--- config.mk ---
export PLATFORM = sky130hd
export DESIGN_NAME = la_top
export DESIGN_NICKNAME = d
export VERILOG_FILES = /design/src/rtl/la_pkg.sv /design/src/rtl/la_capture_fsm.sv /design/src/rtl/la_channel_select.sv /design/src/rtl/la_sample_packer.sv /design/src/rtl/la_sample_timer.sv /design/src/rtl/la_top.sv /design/src/rtl/la_trigger_detect.sv
export SDC_FILE = /design/constraint.sdc
export NUM_CORES = 1
export LEC_CHECK = 0
export BUFFER_PORTS_ARGS = -buffer_cell sky130_fd_sc_hd__buf_2
export CAP_MARGIN = 20
export CORE_MARGIN = 2
export CORE_UTILIZATION = 50
export DETAILED_ROUTE_END_ITERATION = 10
export HOLD_SLACK_MARGIN = 0.03
export PLACE_DENSITY = 0.76
export SLEW_MARGIN = 20
export SYNTH_ARGS = -nofsm -noshare
export SYNTH_HDL_FRONTEND = slang
export SYNTH_SLANG_ARGS = --single-unit
--- constraint.sdc ---
create_clock -name observer_clk -period 6.9 [get_ports observer_clk]
set_input_delay 1.035 -clock observer_clk [delete_from_list [all_inputs] [get_ports observer_clk]]
set_output_delay 1.035 -clock observer_clk [all_outputs]
set_load 0.05 [all_outputs]
--- src/rtl/la_pkg.sv ---
`default_nettype none

package la_pkg;

   // Sizes
   localparam int num_channels = 9;
   localparam int word_width   = 2 * num_channels; // Two samples per channel
   localparam int count_width  = 16;

   // Trigger source codes, anything above 5 picks debug bit 1
   localparam logic [2:0] trig_glitch_go      = 3'd0;
   localparam logic [2:0] trig_capture_active = 3'd1;
   localparam logic [2:0] trig_glitch_manual  = 3'd2;
   localparam logic [2:0] trig_hs1            = 3'd3;
   localparam logic [2:0] trig_glitch_trigger = 3'd4;
   localparam logic [2:0] trig_debug0         = 3'd5;

   // Probe bit positions of the trigger sources
   localparam int glitch_go_bit      = 4;
   localparam int capture_active_bit = 5;
   localparam int glitch_manual_bit  = 7;
   localparam int glitch_trigger_bit = 8;
   localparam int hs1_bit            = 4;

   // Channel group codes, 5 to 7 give the default pattern
   localparam logic [2:0] group_glitch = 3'd0;
   localparam logic [2:0] group_io     = 3'd1;
   localparam logic [2:0] group_userio = 3'd2;
   localparam logic [2:0] group_debug  = 3'd3;
   localparam logic [2:0] group_trace  = 3'd4;

   localparam logic [num_channels-1:0] default_pattern = 9'b1_0101_0101;

   typedef struct packed {
      logic [2:0]             trigger_source;
      logic [2:0]             capture_group;
      logic                   manual_capture;
      logic [count_width-1:0] depth;      // Samples per capture
      logic [count_width-1:0] downsample; // Idle cycles between samples
   } la_config_t;

   typedef struct packed {
      logic [num_channels-1:0] trace;
      logic [num_channels-1:0] debug;
      logic [num_channels-1:0] userio;
      logic [num_channels-1:0] io;
      logic [num_channels-1:0] glitch;
   } la_probes_t;

   // Channel k in bits 2k+1:2k, older sample in [1]
   typedef logic [num_channels-1:0][1:0] la_word_t;

endpackage

`default_nettype wire

--- src/rtl/la_capture_fsm.sv ---
`timescale 1ns/10ps
`default_nettype none

module la_capture_fsm (
   input  wire                               observer_clk,
   input  wire                               reset,
   input  wire                               arm,
   input  wire                               trigger_edge,
   input  wire                               tick,
   input  wire                               stall,
   input  wire [la_pkg::count_width-1:0]     depth,
   output logic                              start,
   output logic                              sample_en,
   output logic                              armed,
   output logic                              capturing
);

   typedef enum logic [1:0] {
      st_idle,
      st_armed,
      st_capture
   } state_t;

   state_t state;

   logic arm_sync0;
   logic arm_sync1;
   logic arm_prev;
   logic arm_rise;

   logic [la_pkg::count_width-1:0] sample_count; // Accepted samples so far
   logic [la_pkg::count_width:0]   next_count;

   assign arm_rise  = arm_sync1 & ~arm_prev;
   assign armed     = (state == st_armed);
   assign capturing = (state == st_capture);

   // Samples lost to back-pressure are simply skipped
   assign sample_en  = capturing & tick & ~stall;
   assign next_count = {1'b0, sample_count} + 1'b1;

   always_ff @(posedge observer_clk) begin
      if (reset) begin
         arm_sync0 <= 1'b0;
         arm_sync1 <= 1'b0;
         arm_prev  <= 1'b0;
      end
      else begin
         arm_sync0 <= arm;
         arm_sync1 <= arm_sync0;
         arm_prev  <= arm_sync1;
      end
   end

   always_ff @(posedge observer_clk) begin
      if (reset) begin
         state        <= st_idle;
         start        <= 1'b0;
         sample_count <= '0;
      end
      else begin
         // One-shot: only an armed, idle engine can start
         start <= trigger_edge & (state == st_armed);

         case (state)
            st_idle: begin
               if (arm_rise)
                  state <= st_armed;
            end

            st_armed: begin
               if (start) begin
                  state        <= st_capture; // Clears armed
                  sample_count <= '0;
               end
            end

            st_capture: begin
               if (sample_en) begin
                  sample_count <= next_count[la_pkg::count_width-1:0];
                  if (next_count >= {1'b0, depth})
                     state <= st_idle; // Depth reached
               end
            end

            default: state <= st_idle;
         endcase
      end
   end

   // Depth compare needs a steady config through the capture
   a_depth_stable: assert property (
      @(posedge observer_clk) disable iff (reset)
      capturing |=> $stable(depth));

   // Packer and timer rely on start landing outside a capture
   a_no_start_while_capturing: assert property (
      @(posedge observer_clk) disable iff (reset)
      start |-> !capturing ##1 (capturing && !armed));

endmodule

`default_nettype wire

--- src/rtl/la_channel_select.sv ---
`timescale 1ns/10ps
`default_nettype none

module la_channel_select (
   input  wire                                observer_clk,
   input  wire                                reset,
   input  wire [2:0]                          capture_group,
   input  la_pkg::la_probes_t                 probes,
   output logic [la_pkg::num_channels-1:0]    channels
);

   // Registered so the packer sees a clean sample
   always_ff @(posedge observer_clk) begin
      if (reset) begin
         channels <= '0;
      end
      else begin
         case (capture_group)
            la_pkg::group_glitch: channels <= probes.glitch;
            la_pkg::group_io:     channels <= probes.io;
            la_pkg::group_userio: channels <= probes.userio;
            la_pkg::group_debug:  channels <= probes.debug;
            la_pkg::group_trace:  channels <= probes.trace;
            default:              channels <= la_pkg::default_pattern; // Known pattern
         endcase
      end
   end

endmodule

`default_nettype wire

--- src/rtl/la_sample_packer.sv ---
`timescale 1ns/10ps
`default_nettype none

module la_sample_packer (
   input  wire                             observer_clk,
   input  wire                             reset,
   input  wire                             start,
   input  wire                             sample_en,
   input  wire [la_pkg::num_channels-1:0]  channels,
   input  wire                             word_ready,
   output logic                            word_valid,
   output la_pkg::la_word_t                word_data,
   output logic                            stall
);

   la_pkg::la_word_t history;  // Two-sample history per channel
   la_pkg::la_word_t shifted;
   logic             phase;    // High on the second sample of a pair

   always_comb begin
      for (int k = 0; k < la_pkg::num_channels; k++) begin
         shifted[k] = {history[k][0], channels[k]}; // Older sample moves up
      end
   end

   assign stall = word_valid & ~word_ready;

   always_ff @(posedge observer_clk) begin
      if (sample_en) begin
         history <= shifted;
         if (phase)
            word_data <= shifted;
      end
   end

   always_ff @(posedge observer_clk) begin
      if (reset) begin
         phase      <= 1'b0;
         word_valid <= 1'b0;
      end
      else begin
         if (start)
            phase <= 1'b0;
         else if (sample_en)
            phase <= ~phase;

         // New word may replace the one accepted this cycle
         if (sample_en && phase)
            word_valid <= 1'b1;
         else if (word_ready)
            word_valid <= 1'b0;
      end
   end

   a_hold_while_stalled: assert property (
      @(posedge observer_clk) disable iff (reset)
      (word_valid && !word_ready) |=> (word_valid && $stable(word_data)));

endmodule

`default_nettype wire

--- src/rtl/la_sample_timer.sv ---
`timescale 1ns/10ps
`default_nettype none

module la_sample_timer (
   input  wire                           observer_clk,
   input  wire                           reset,
   input  wire                           start,
   input  wire [la_pkg::count_width-1:0] downsample,
   output logic                          tick
);

   logic [la_pkg::count_width-1:0] count;
   logic                           count_max;

   assign count_max = (count == downsample);

   // Free running, realigned by every start
   always_ff @(posedge observer_clk) begin
      if (reset) begin
         count <= '0;
         tick  <= 1'b0;
      end
      else if (start) begin
         count <= '0;
         tick  <= 1'b0;
      end
      else if (count_max) begin
         count <= '0;
         tick  <= 1'b1; // One cycle every downsample+1
      end
      else begin
         count <= count + 1'b1;
         tick  <= 1'b0;
      end
   end

endmodule

`default_nettype wire

--- src/rtl/la_top.sv ---
`timescale 1ns/10ps
`default_nettype none

module la_top (
   input  wire                                observer_clk,
   input  wire                                reset,
   input  la_pkg::la_config_t                 cfg,
   input  la_pkg::la_probes_t                 probes,
   input  wire                                arm,
   input  wire                                word_ready,
   output logic                               word_valid,
   output la_pkg::la_word_t                   word_data,
   output logic                               armed,
   output logic                               capturing
);

   logic                            trigger_edge;
   logic                            start;
   logic                            sample_en;
   logic                            tick;
   logic                            stall;
   logic [la_pkg::num_channels-1:0] channels;

   la_trigger_detect u_trigger_detect (
      .observer_clk (observer_clk),
      .reset        (reset),
      .cfg          (cfg),
      .probes       (probes),
      .trigger_edge (trigger_edge)
   );

   la_capture_fsm u_capture_fsm (
      .observer_clk (observer_clk),
      .reset        (reset),
      .arm          (arm),
      .trigger_edge (trigger_edge),
      .tick         (tick),
      .stall        (stall),
      .depth        (cfg.depth),
      .start        (start),
      .sample_en    (sample_en),
      .armed        (armed),
      .capturing    (capturing)
   );

   la_sample_timer u_sample_timer (
      .observer_clk (observer_clk),
      .reset        (reset),
      .start        (start),
      .downsample   (cfg.downsample),
      .tick         (tick)
   );

   la_channel_select u_channel_select (
      .observer_clk  (observer_clk),
      .reset         (reset),
      .capture_group (cfg.capture_group),
      .probes        (probes),
      .channels      (channels)
   );

   la_sample_packer u_sample_packer (
      .observer_clk (observer_clk),
      .reset        (reset),
      .start        (start),
      .sample_en    (sample_en),
      .channels     (channels),
      .word_ready   (word_ready),
      .word_valid   (word_valid),
      .word_data    (word_data),
      .stall        (stall)
   );

endmodule

`default_nettype wire

--- src/rtl/la_trigger_detect.sv ---
`timescale 1ns/10ps
`default_nettype none

module la_trigger_detect (
   input  wire                 observer_clk,
   input  wire                 reset,
   input  la_pkg::la_config_t  cfg,
   input  la_pkg::la_probes_t  probes,
   output logic                trigger_edge
);

   logic source_sel;
   logic capture_go;
   logic go_sync0;  // First synchronizer stage
   logic go_sync1;
   logic go_prev;

   // Source mux
   always_comb begin
      case (cfg.trigger_source)
         la_pkg::trig_glitch_go:
            source_sel = probes.glitch[la_pkg::glitch_go_bit];
         la_pkg::trig_capture_active:
            source_sel = probes.glitch[la_pkg::capture_active_bit];
         la_pkg::trig_glitch_manual:
            source_sel = probes.glitch[la_pkg::glitch_manual_bit];
         la_pkg::trig_hs1:
            source_sel = probes.io[la_pkg::hs1_bit];
         la_pkg::trig_glitch_trigger:
            source_sel = probes.glitch[la_pkg::glitch_trigger_bit];
         la_pkg::trig_debug0:
            source_sel = probes.debug[0];
         default:
            source_sel = probes.debug[1];
      endcase
   end

   assign capture_go = source_sel | cfg.manual_capture; // Manual trigger overrides

   always_ff @(posedge observer_clk) begin
      if (reset) begin
         go_sync0     <= 1'b0;
         go_sync1     <= 1'b0;
         go_prev      <= 1'b0;
         trigger_edge <= 1'b0;
      end
      else begin
         go_sync0     <= capture_go;
         go_sync1     <= go_sync0;
         go_prev      <= go_sync1;
         trigger_edge <= go_sync1 & ~go_prev; // Rising edge only
      end
   end

endmodule

`default_nettype wire

# Word level (Yosys, flattened, before mapping)
# Cells that the tools add are included.
[classes]
addsub = 2
n_eq_ne = 16
reduce_logical = 11
magnitude_cmp = 1
mul = 0
shift = 0
n_div = 0
bitwise = 12
mux = 13
[op_table]
columns = ["op", "count"]
rows = [
  ["case mux 9 bit (5 select lines)", 1],
  ["2-to-1 mux 16 bit", 2],
  ["case mux 16 bit (2 select lines)", 1],
  ["adder 16 x 1 -> 17 bit (second input constant)", 1],
  ["greater-or-equal comparator 17 x 16 -> 1 bit", 1],
  ["adder 16 x 1 -> 16 bit (second input constant)", 1],
  ["equality test 16 bit", 1],
  ["equality test 3 x 2 -> 1 bit (second input constant)", 4],
  ["equality test 3 bit (second input constant)", 3],
  ["2-to-1 mux 2 bit", 4],
  ["AND 1 bit", 6],
  ["equality test 3 x 1 -> 1 bit (second input constant)", 2],
  ["logical NOT 3 bit", 2],
  ["!= test 2 x 1 -> 1 bit (second input constant)", 3],
  ["case mux 1 bit (6 select lines)", 1],
  ["case mux 2 bit (3 select lines)", 1],
  ["NOT 1 bit", 5],
  ["AND reduction 4 bit", 1],
  ["nonzero test 2 bit", 2],
  ["2-to-1 mux 1 bit", 3],
  ["AND reduction 3 bit", 1],
  ["OR reduction 3 bit", 1],
  ["equality test 2 x 1 -> 1 bit (second input constant)", 1],
  ["equality test 2 bit (second input constant)", 1],
  ["other kinds (6)", 6],
]
[word_totals]
mem_bits_ro = 0
reg_bits = 81
input_bits = 88
memories = 0
latch_bits = 0
out_inout_bits = 21
mem_bits_rw = 0
word_cells = 88

# Longest topological paths before layout
# Gate-level depths: netlist (run 1).
[depth]
ltp_word = 6
ltp_mapped = 12
mapped_depth_nobuf = 12

# Modules after synthesis
# Synthesis (run 1) repeated with hierarchy kept, for this count alone.
[unflattened]
hier_cells = 421
area_unflattened_um2 = 4272.8
[modules_own_cells]
columns = ["module", "seq_area_each_um2", "n_inst", "area_each_um2", "cells_each"]
rows = [
  ["la_capture_fsm", 440.4, 1, 1585.3, 185],
  ["la_sample_timer", 340.3, 1, 928.4, 103],
  ["la_sample_packer", 850.8, 1, 889.6, 34],
  ["la_channel_select", 180.2, 1, 693.2, 83],
  ["la_trigger_detect", 80.1, 1, 176.4, 16],
]

# Worst setup path before layout (run 1)
# OpenSTA, ideal clock, no wires.
[synth_timing]
path_type = "input port to flip-flop"
startpoint = "input word_ready"
endpoint = "register u_sample_packer.word_data[0] (netlist bit) (enable)"
setup_time_ps = 373
stages = 5
required_ps = 6527
setup_slack_ps = 4226
arrival_time_ps = 2301
path_buffers = 0
cell_sequence = "nand2b_1 > nand2_1 > nor2_1 > nand2_1 > inv_1"
[synth_between]
elab_chain_len = 5
[synth_rtl]
columns = ["item", "line_no", "text"]
rows = [
  ["from (decl)", "la_top.sv:10", "input wire word_ready,"],
  ["NOT 1 bit", "la_sample_packer.sv:26", "assign stall = word_valid & ~word_ready;"],
  ["AND 1 bit", "la_sample_packer.sv:26", ""],
  ["NOT 1 bit", "la_capture_fsm.sv:39", "assign sample_en = capturing & tick & ~stall;"],
  ["AND 1 bit", "la_capture_fsm.sv:39", ""],
  ["named net sample_en", "la_top.sv:19", "logic sample_en;"],
  ["AND reduction 2 bit (no line)", "-", ""],
  ["to (signal assigned)", "la_sample_packer.sv:32", "word_data <= shifted;"],
  ["to (decl)", "la_sample_packer.sv:12", "output la_pkg::la_word_t word_data,"],
]
# The timed path passes the listed nets, and every way through them passes these cells.
# A chain may end at the register's enable or synchronous reset.

# Worst setup path in the final report (run 1)
[layout_timing]
startpoint = "register u_capture_fsm.sample_count[0] (netlist bit)"
endpoint = "register u_capture_fsm.state[1]"
[layout_between]
elab_chain_len = 4
[layout_rtl]
columns = ["item", "line_no", "text"]
rows = [
  ["from (decl)", "la_capture_fsm.sv:31", "logic [la_pkg::count_width-1:0] sample_count;"],
  ["from (signal assigned)", "la_capture_fsm.sv:80", "sample_count <= next_count[la_pkg::count_width-1:0];"],
  ["adder 16 x 1 -> 17 bit", "la_capture_fsm.sv:40", "assign next_count = {1'b0, sample_count} + 1'b1;"],
  ["greater-or-equal comparator 17 x 16 -> 1 bit", "la_capture_fsm.sv:81", "if (next_count >= {1'b0, depth})"],
  ["!= test 2 bit (no line)", "-", ""],
  ["AND reduction 4 bit (no line)", "-", ""],
  ["to (signal assigned)", "la_capture_fsm.sv:57", "state <= st_idle;"],
  ["to (signal assigned)", "la_capture_fsm.sv:82", "state <= st_idle;"],
  ["to (signal assigned)", "la_capture_fsm.sv:86", "default: state <= st_idle;"],
  ["to (decl)", "la_capture_fsm.sv:24", "state_t state;"],
]
# No other way between the ends.

==> results of run 1 <==
layout make-up:
cell class / instances / area (µm²)
clock inverter: 7 / 101
inverter: 30 / 113
multi-input combinational: 306 / 2030
tap: 105 / 131
sequential: 81 / 1890
clock buffer: 9 / 124
fill: 726 / 3160
timing repair buffer: 108 / 541
state kept, by name (all words and copies together) (netlist names), 2 cells and up:
| register | cells |
|---|---|
| u_sample_packer.word_data | 18 |
| u_capture_fsm.state | 2 |
| u_sample_timer.count | 16 |
| u_channel_select.channels | 9 |
| u_capture_fsm.sample_count | 16 |
| u_sample_packer.history | 9 |
worst max-delay path by stage:
stage | endpoint | depth (start not counted) | slack (ns)
2_1_floorplan | u_sample_packer.word_data[0] | 5 | 4.23
3_3_place_gp | u_sample_packer.word_data[17] | 6 | 3.85
3_5_place_dp | u_sample_packer.word_data[17] | 6 | 3.72
4_1_cts | u_capture_fsm.state[1] | 12 | 3.80
5_1_grt | u_capture_fsm.state[1] | 12 | 3.42
6_report | u_capture_fsm.state[1] | 12 | 3.76
kinds of logic (layout without fill, tap and decap cells):
logic type,count (synthesis),after routing,synth area share
and+or+nand+nor,160,160,0.198
DFF,81,81,0.461
AOI/OAI and AO/OA,67,67,0.102
buffers and inverters,47,154,0.0433
xor gates and xnor gates,45,45,0.0961
adders and majority gates,21,21,0.0640
muxes,13,13,0.0357
metal layers:
layer,vias up,track usage
met5,-,0
met4,0,0.0725
met3,6,0.0399
met2,91,0.350
met1,1618,0.250
li1,1726,-
cells in the final DEF (no fill, tap or decap), types with 2 or more instances in the layout:
master     instances
edfxtp_1          27
a31oi_1            2
xnor2_1           15
nor2b_1           12
o22ai_1            3
bufinv_16          2
nand4_1            9
mux2i_1            9
o21ai_0            5
inv_6              2
nand2b_1           5
and3_1            14
nor2_1            50
a22oi_1            6
buf_2            108
a211oi_1           3
inv_1             29
a21oi_1           33
nand3_1           27
mux2_2             3
ha_1              21
xor2_1            30
dfxtp_1           54
clkbuf_8           9
o311ai_0           4
a21o_1             6
nor3_1             9
nand2_1           21
nor4_1             5
critical path, stage by stage, from the launching register on:
cell,delay (ns)
dfxtp_1,0.42
ha_1,0.25
nand2_1,0.10
nor3_1,0.46
and3_1,0.26
xor2_1,0.23
ha_1,0.20
nand4_1,0.13
nor4_1,0.38
a32oi_1,0.10
nand4b_1,0.13
o311a_1,0.21
mux2i_1,0.19
metrics by stage:
step,power (W),std cells,worst slack [ns]
2_1_floorplan,0.000632,434,4.23
3_3_place_gp,0.000686,630,3.85
3_5_place_dp,0.000688,630,3.72
4_1_cts,0.00107,646,3.80
5_1_grt,0.00111,646,3.42
6_report,0.00106,646,3.76
report_power, final:
part	internal, W	leakage, nW	switching [W]
registers	0.000503	0.685	0.00000791
logic	0.0000642	1.41	0.000104
clock network	0.000208	0.112	0.000178
==> metrics.cfg, run 1 <==
[run_status]
status = complete, no violations

[run]
maxCapViolations = 0

[floorplanning]
die_h_um = 94.6
die_w_um = 94.6
die_area_um2 = 8950
ioPinCount = 109
row_count = 33
core_um2 = 8090
start_util = 0.507

[synthesis]
yosys_warnings = 0
synth_cells = 434
synth_ff_type = dfxtp_1
synth_top_area_frac = 0.263
synth.top_cells.by_count = dfxtp_1, nor2_1, a21oi_1
synth.net_count = 543
yosysTopAreaCell = dfxtp_1
avgSynthCellArea_um2 = 9.45
ys_types = 43
synth_area_leaders = dfxtp_1, edfxtp_1, ha_1, xor2_1, nor2_1
synth.most_common_cell = dfxtp_1
synth_edf_count = 27
synth_area_um2 = 4100
ys_seq_area_frac = 0.461
synth_seq_cells = 81
synthArstFlopShare = 0

[drt]
viasPerCell = 5.33
wl_um = 9110
routed.top_layer = met4
routedWlPerCell_um = 14.1
wl_met2_um = 4690
wl_met1_um = 3800
drt-initial-drc-count = 190
firstDrtPassIters = 5
dr_wl_met3_um = 571
drc = 0
ant_nets = 0
num_vias = 3441

[sta]
finalSetupViolations = 0
fmax_mhz = 318
rsz0062_at_grt = false
holdWs_ns = 0.409
fin_crit_sh = 0.455
timing.final.hold_violations = 0
slew_violations = 0
clock-skew-final_ns = 0.0117
relSlewSlack = 0.252
worstMarginPinSlew_ns = 1.12
min_period_ns = 3.14
fin_tns_setup_ns = 0

[place]
place_hpwl_um = 6830
gp_congestion = 0.861
portBuffers = 108
placed_cell_area_um2 = 4710

[global_route]
antenna_found_initial = 0
grt_pass1_wl_um = 14000
grt_max_degree = 40
grt_pass1_vias = 3124
grt_overflow = 0
grt.total_usage = 0.202

[setup_path]
crit_arrival_ns = 3.42
reg2regPathDepth = 12
cp_max_fo = 6
crit_start = u_capture_fsm.sample_count[0]
path_class = reg2reg
timing.rr.end = u_capture_fsm.state[1]
r2r_start = u_capture_fsm.sample_count[0]
worstPathRequired_ns = 7.18
start_kind = register
worstSetupEndpointType = register
rrSetupSlack_ns = 3.76

[clock_network]
clk_latency_ns = 0.35
clkTransAtPathRegs_ns = 0.09
cts_buffers = 9
h-tree-depth = 3
ctsHoldBuffers = 0
cts_resized = 0
cts_buffer_depth = 2
post_cts_buffers = 0
clockRootBuffer = clkbuf_8
cts_tree = done
cts.sinks = 81

[cells_and_area]
diodes = 0
post-route-util = 0.610
layout-drive-gt1-share = 0.248
stdcell_area_um2 = 4930
synthToLayoutAreaGrowth_pct = 20.3
final_nets = 645

[hold_path]
whs_path_depth = 1
worstHoldEndpoint = u_trigger_detect.trigger_edge
hold_path_class = reg2reg
min_from = u_trigger_detect.go_prev

[pwr]
leakage_nw = 2.20
vdd_ir_drop_max_mv = 0.132
power.density_nw_per_um2 = 216

Power figures use the tool's default switching activity.
==> run 2, diff against run 1 <==
ABC_AREA = 1   (was unset)
CORE_UTILIZATION = 48   (was 50)
PLACE_DENSITY = 0.77   (was 0.76)
clock period = 2.8 ns   (was 6.9 ns; I/O delays follow)
==> run 2 against run 1 <==
  * Global-route usage decreased by 0.63 points
  * Utilization decreased by 0.42 points
  * Register-to-register slack got worse by 3.5 ns
==> metrics.cfg, run 2 <==
[synthesis]
yosysTopAreaCell = dfxtp_1
synth_area_um2 = 4160  ; +1.4%
synth.most_common_cell = nand2_1
ys_types = 38  ; -12%
avgSynthCellArea_um2 = 8.24  ; -13%
synth.top_cells.by_count = nand2_1, inv_1, dfxtp_1
ys_seq_area_frac = 0.455  ; -0.00652
synth.net_count = 614  ; +13%
yosys_warnings = 0  ; unchanged
synthArstFlopShare = 0  ; unchanged
synth_ff_type = dfxtp_1
synth_seq_cells = 81  ; unchanged
synth_cells = 505  ; +16%
synth_area_leaders = dfxtp_1, edfxtp_1, nand2_1, inv_1, ha_1
synth_edf_count = 27  ; unchanged
synth_top_area_frac = 0.260  ; -0.00372

[sta]
fin_tns_setup_ns = 0  ; unchanged
clock-skew-final_ns = 0.00735  ; -0.00434 ns
relSlewSlack = 0.654  ; +0.402
worstMarginPinSlew_ns = 0.518  ; -0.597 ns
fin_crit_sh = 0.920  ; +0.465
fmax_mhz = 388  ; +22%
rsz0062_at_grt = false
slew_violations = 0  ; unchanged
finalSetupViolations = 0  ; unchanged
worst_slack_ns = 0.223  ; -3.53 ns
timing.final.hold_violations = 0  ; unchanged
min_period_ns = 2.58  ; -0.565 ns

[pwr]
leakage_nw = 2.28  ; +3.3%
vdd_ir_drop_max_mv = 0.305  ; +130%
internal_power_w = 0.00185  ; +140%
power.density_nw_per_um2 = 531  ; +150%
p_switching_w = 0.000818  ; +180%
power_frac_clock = 0.329  ; -0.034
swShare = 0.306  ; +0.0345
seqPwrFrac = 0.478  ; -0.002
p_comb_frac = 0.193  ; +0.035

[cells_and_area]
layout_commonest_cell = buf_2
regArea_um2 = 1890  ; unchanged
final_cell_mix = buf_2, nand2_1, inv_1
multi_input_area_um2 = 1920  ; -5.5%
layout.cells.non_filler = 728  ; +13%
top_regs = u_sample_packer.word_data: 18 flops, u_capture_fsm.sample_count: 16 flops, u_sample_timer.count: 16 flops
final_nets = 727  ; +13%
diodes = 0  ; unchanged
post-route-util = 0.606  ; -0.00416
layout-drive-gt1-share = 0.246  ; -0.00210
synthToLayoutAreaGrowth_pct = 20.8
largest_reg_flops = 18  ; unchanged
fillers = 733  ; +0.96%
regMostFlops = u_sample_packer.word_data
stdcell_area_um2 = 5030  ; +1.9%

[floorplanning]
die_h_um = 97.1  ; +2.7%
ioPinCount = 109  ; unchanged
row_count = 33  ; unchanged
die_w_um = 97.1  ; +2.7%
die_area_um2 = 9430  ; +5.4%
core_um2 = 8300  ; +2.6%
start_util = 0.501  ; -0.00553

[global_route]
grt_max_degree = 35  ; -13%
use_met2 = 0.318  ; -0.0322
grt_pass1_wl_um = 15200  ; +8.3%
grt_use_met3 = 0.0345  ; -0.00537
antenna_found_initial = 0  ; unchanged
grt_busiest_layer = met2
met1_usage = 0.260  ; +0.0109
grt_overflow = 0  ; unchanged
grt_pass1_vias = 3337  ; +6.8%
grt.total_usage = 0.195  ; -0.00628

[clock_network]
ctsHoldBuffers = 0  ; unchanged
clockRootBuffer = clkbuf_8
post_cts_buffers = 0  ; unchanged
cts_resized = 0  ; unchanged
h-tree-depth = 3  ; unchanged
clk_latency_ns = 0.35  ; about the same
cts_buffer_depth = 2  ; unchanged
clkTransAtPathRegs_ns = 0.08  ; about the same
cts_tree = done
cts_buffers = 9  ; unchanged
cts.sinks = 81  ; unchanged

[drt]
ant_nets = 0  ; unchanged
num_vias = 3622  ; +5.3%
drt-initial-drc-count = 162  ; -15%
drc = 0  ; unchanged
wl_um = 9140  ; +0.24%
firstDrtPassIters = 4  ; -1
routedWlPerCell_um = 12.5  ; -11%
viasPerCell = 4.98  ; -6.6%

[setup_path]
crit_arrival_ns = 2.82  ; -0.60 ns
path_class = reg2reg
cp_max_fo = 4  ; -2
start_kind = register
path_cells = ha_2, nand3_2, nor2_4, nand4_4, nor2_4, nand2_1, xor2_2, ha_1, a21oi_1, nor2_1, nor3b_1, nand2_1, inv_1, nand3_2, a21oi_1, nor2_1
worstSetupEndpointType = register
path_buf_inv = 1  ; +1
critPathSlowestCell = dfxtp_1
cpPeakStageDelay_ns = 0.38  ; -0.08 ns
critical_path.top_delay_family = simple AND/OR/NAND/NOR gates
worstPathRequired_ns = 3.04  ; -4.14 ns

[place]
gp_congestion = 0.865  ; +0.43%
dp.cells = 712  ; +13%
place_hpwl_um = 7140  ; +4.4%
placed_cell_area_um2 = 4810  ; +2.1%
portBuffers = 108  ; unchanged
dpl_worst_slack_ns = 0.220  ; -3.50 ns

[hold_path]
hold_path_class = in2reg

[run]
maxCapViolations = 0  ; unchanged

[run_status]
status = complete, no violations

-- run 2: cell types whose count changed in the layout (fill, tap and decap cells not counted), sizes merged, moves of 10 or more --
cell | before | now
and3 | 14 | 0
inv | 33 | 88
nand2 | 21 | 103
nand3 | 29 | 19
nor2b | 12 | 0
xor2 | 30 | 20
-- run 2: power by group through the flow --
| stage | logic (W) | clock network (W) | registers [W] |
|---|---|---|---|
| 2_1_floorplan | 0.000367 | 0 | 0.00129 |
| 3_3_place_gp | 0.000498 | 0 | 0.00130 |
| 3_5_place_dp | 0.000515 | 0 | 0.00130 |
| 4_1_cts | 0.000518 | 0.000901 | 0.00127 |
| 5_1_grt | 0.000575 | 0.000951 | 0.00128 |
| 6_report | 0.000516 | 0.000878 | 0.00128 |
-- run 2: tightest hold or removal path: stages --
cell    delay, ns
buf_2        0.09
inv_1        0.04
nor2_1       0.03
-- run 2: cells by family (layout without fill, tap and decap cells) --
kind of cell,count (synthesis),in the layout,synth area share
buf+inv,93,211,0.0863
flops,81,81,0.455
simple gates,217,217,0.239
fa+ha+maj,21,21,0.0631
xor+xnor,33,33,0.0713
compound gates,60,60,0.0854
-- run 2: path summary, 6_finish.rpt --
kind,start,endpoint,slack (ns),cells after the start
setup / recovery,u_capture_fsm.sample_count[0],u_capture_fsm.state[1],0.22,16
hold / removal,arm,u_capture_fsm.arm_sync0,0.28,3
setup reg to reg,u_capture_fsm.sample_count[0],u_capture_fsm.state[1],0.22,16
hold reg to reg,u_trigger_detect.go_prev,u_trigger_detect.trigger_edge,0.40,1
-- run 2: metrics by stage --
| step | hold slack, ns | power (W) |
|---|---|---|
| global route | 0.284 | 0.00280 |
| finish | 0.277 | 0.00267 |
| CTS | 0.262 | 0.00269 |
| detailed placement | 0.391 | 0.00182 |
| floorplan | 0.373 | 0.00166 |
| global placement | 0.380 | 0.00180 |
-- run 2: area by class of cell --
class / instances / share of cell area
Multi-Input combinational cell: 331 / 0.382
Clock inverter: 7 / 0.0167
Clock buffer: 9 / 0.0246
Sequential cell: 81 / 0.376
Inverter: 85 / 0.0635
Tap cell: 105 / 0.0261
Timing Repair Buffer: 110 / 0.111
-- run 2: routing by layer --
| metal | routed length (µm) | up-vias | share of wire |
|---|---|---|---|
| met1 | 4100 | 1631 | 0.45 |
| li1 | - | 1862 | - |
| met2 | 4380 | 112 | 0.48 |
| met5 | 0 | - | 0 |
| met4 | 184 | 0 | 0.020 |
| met3 | 469 | 17 | 0.051 |
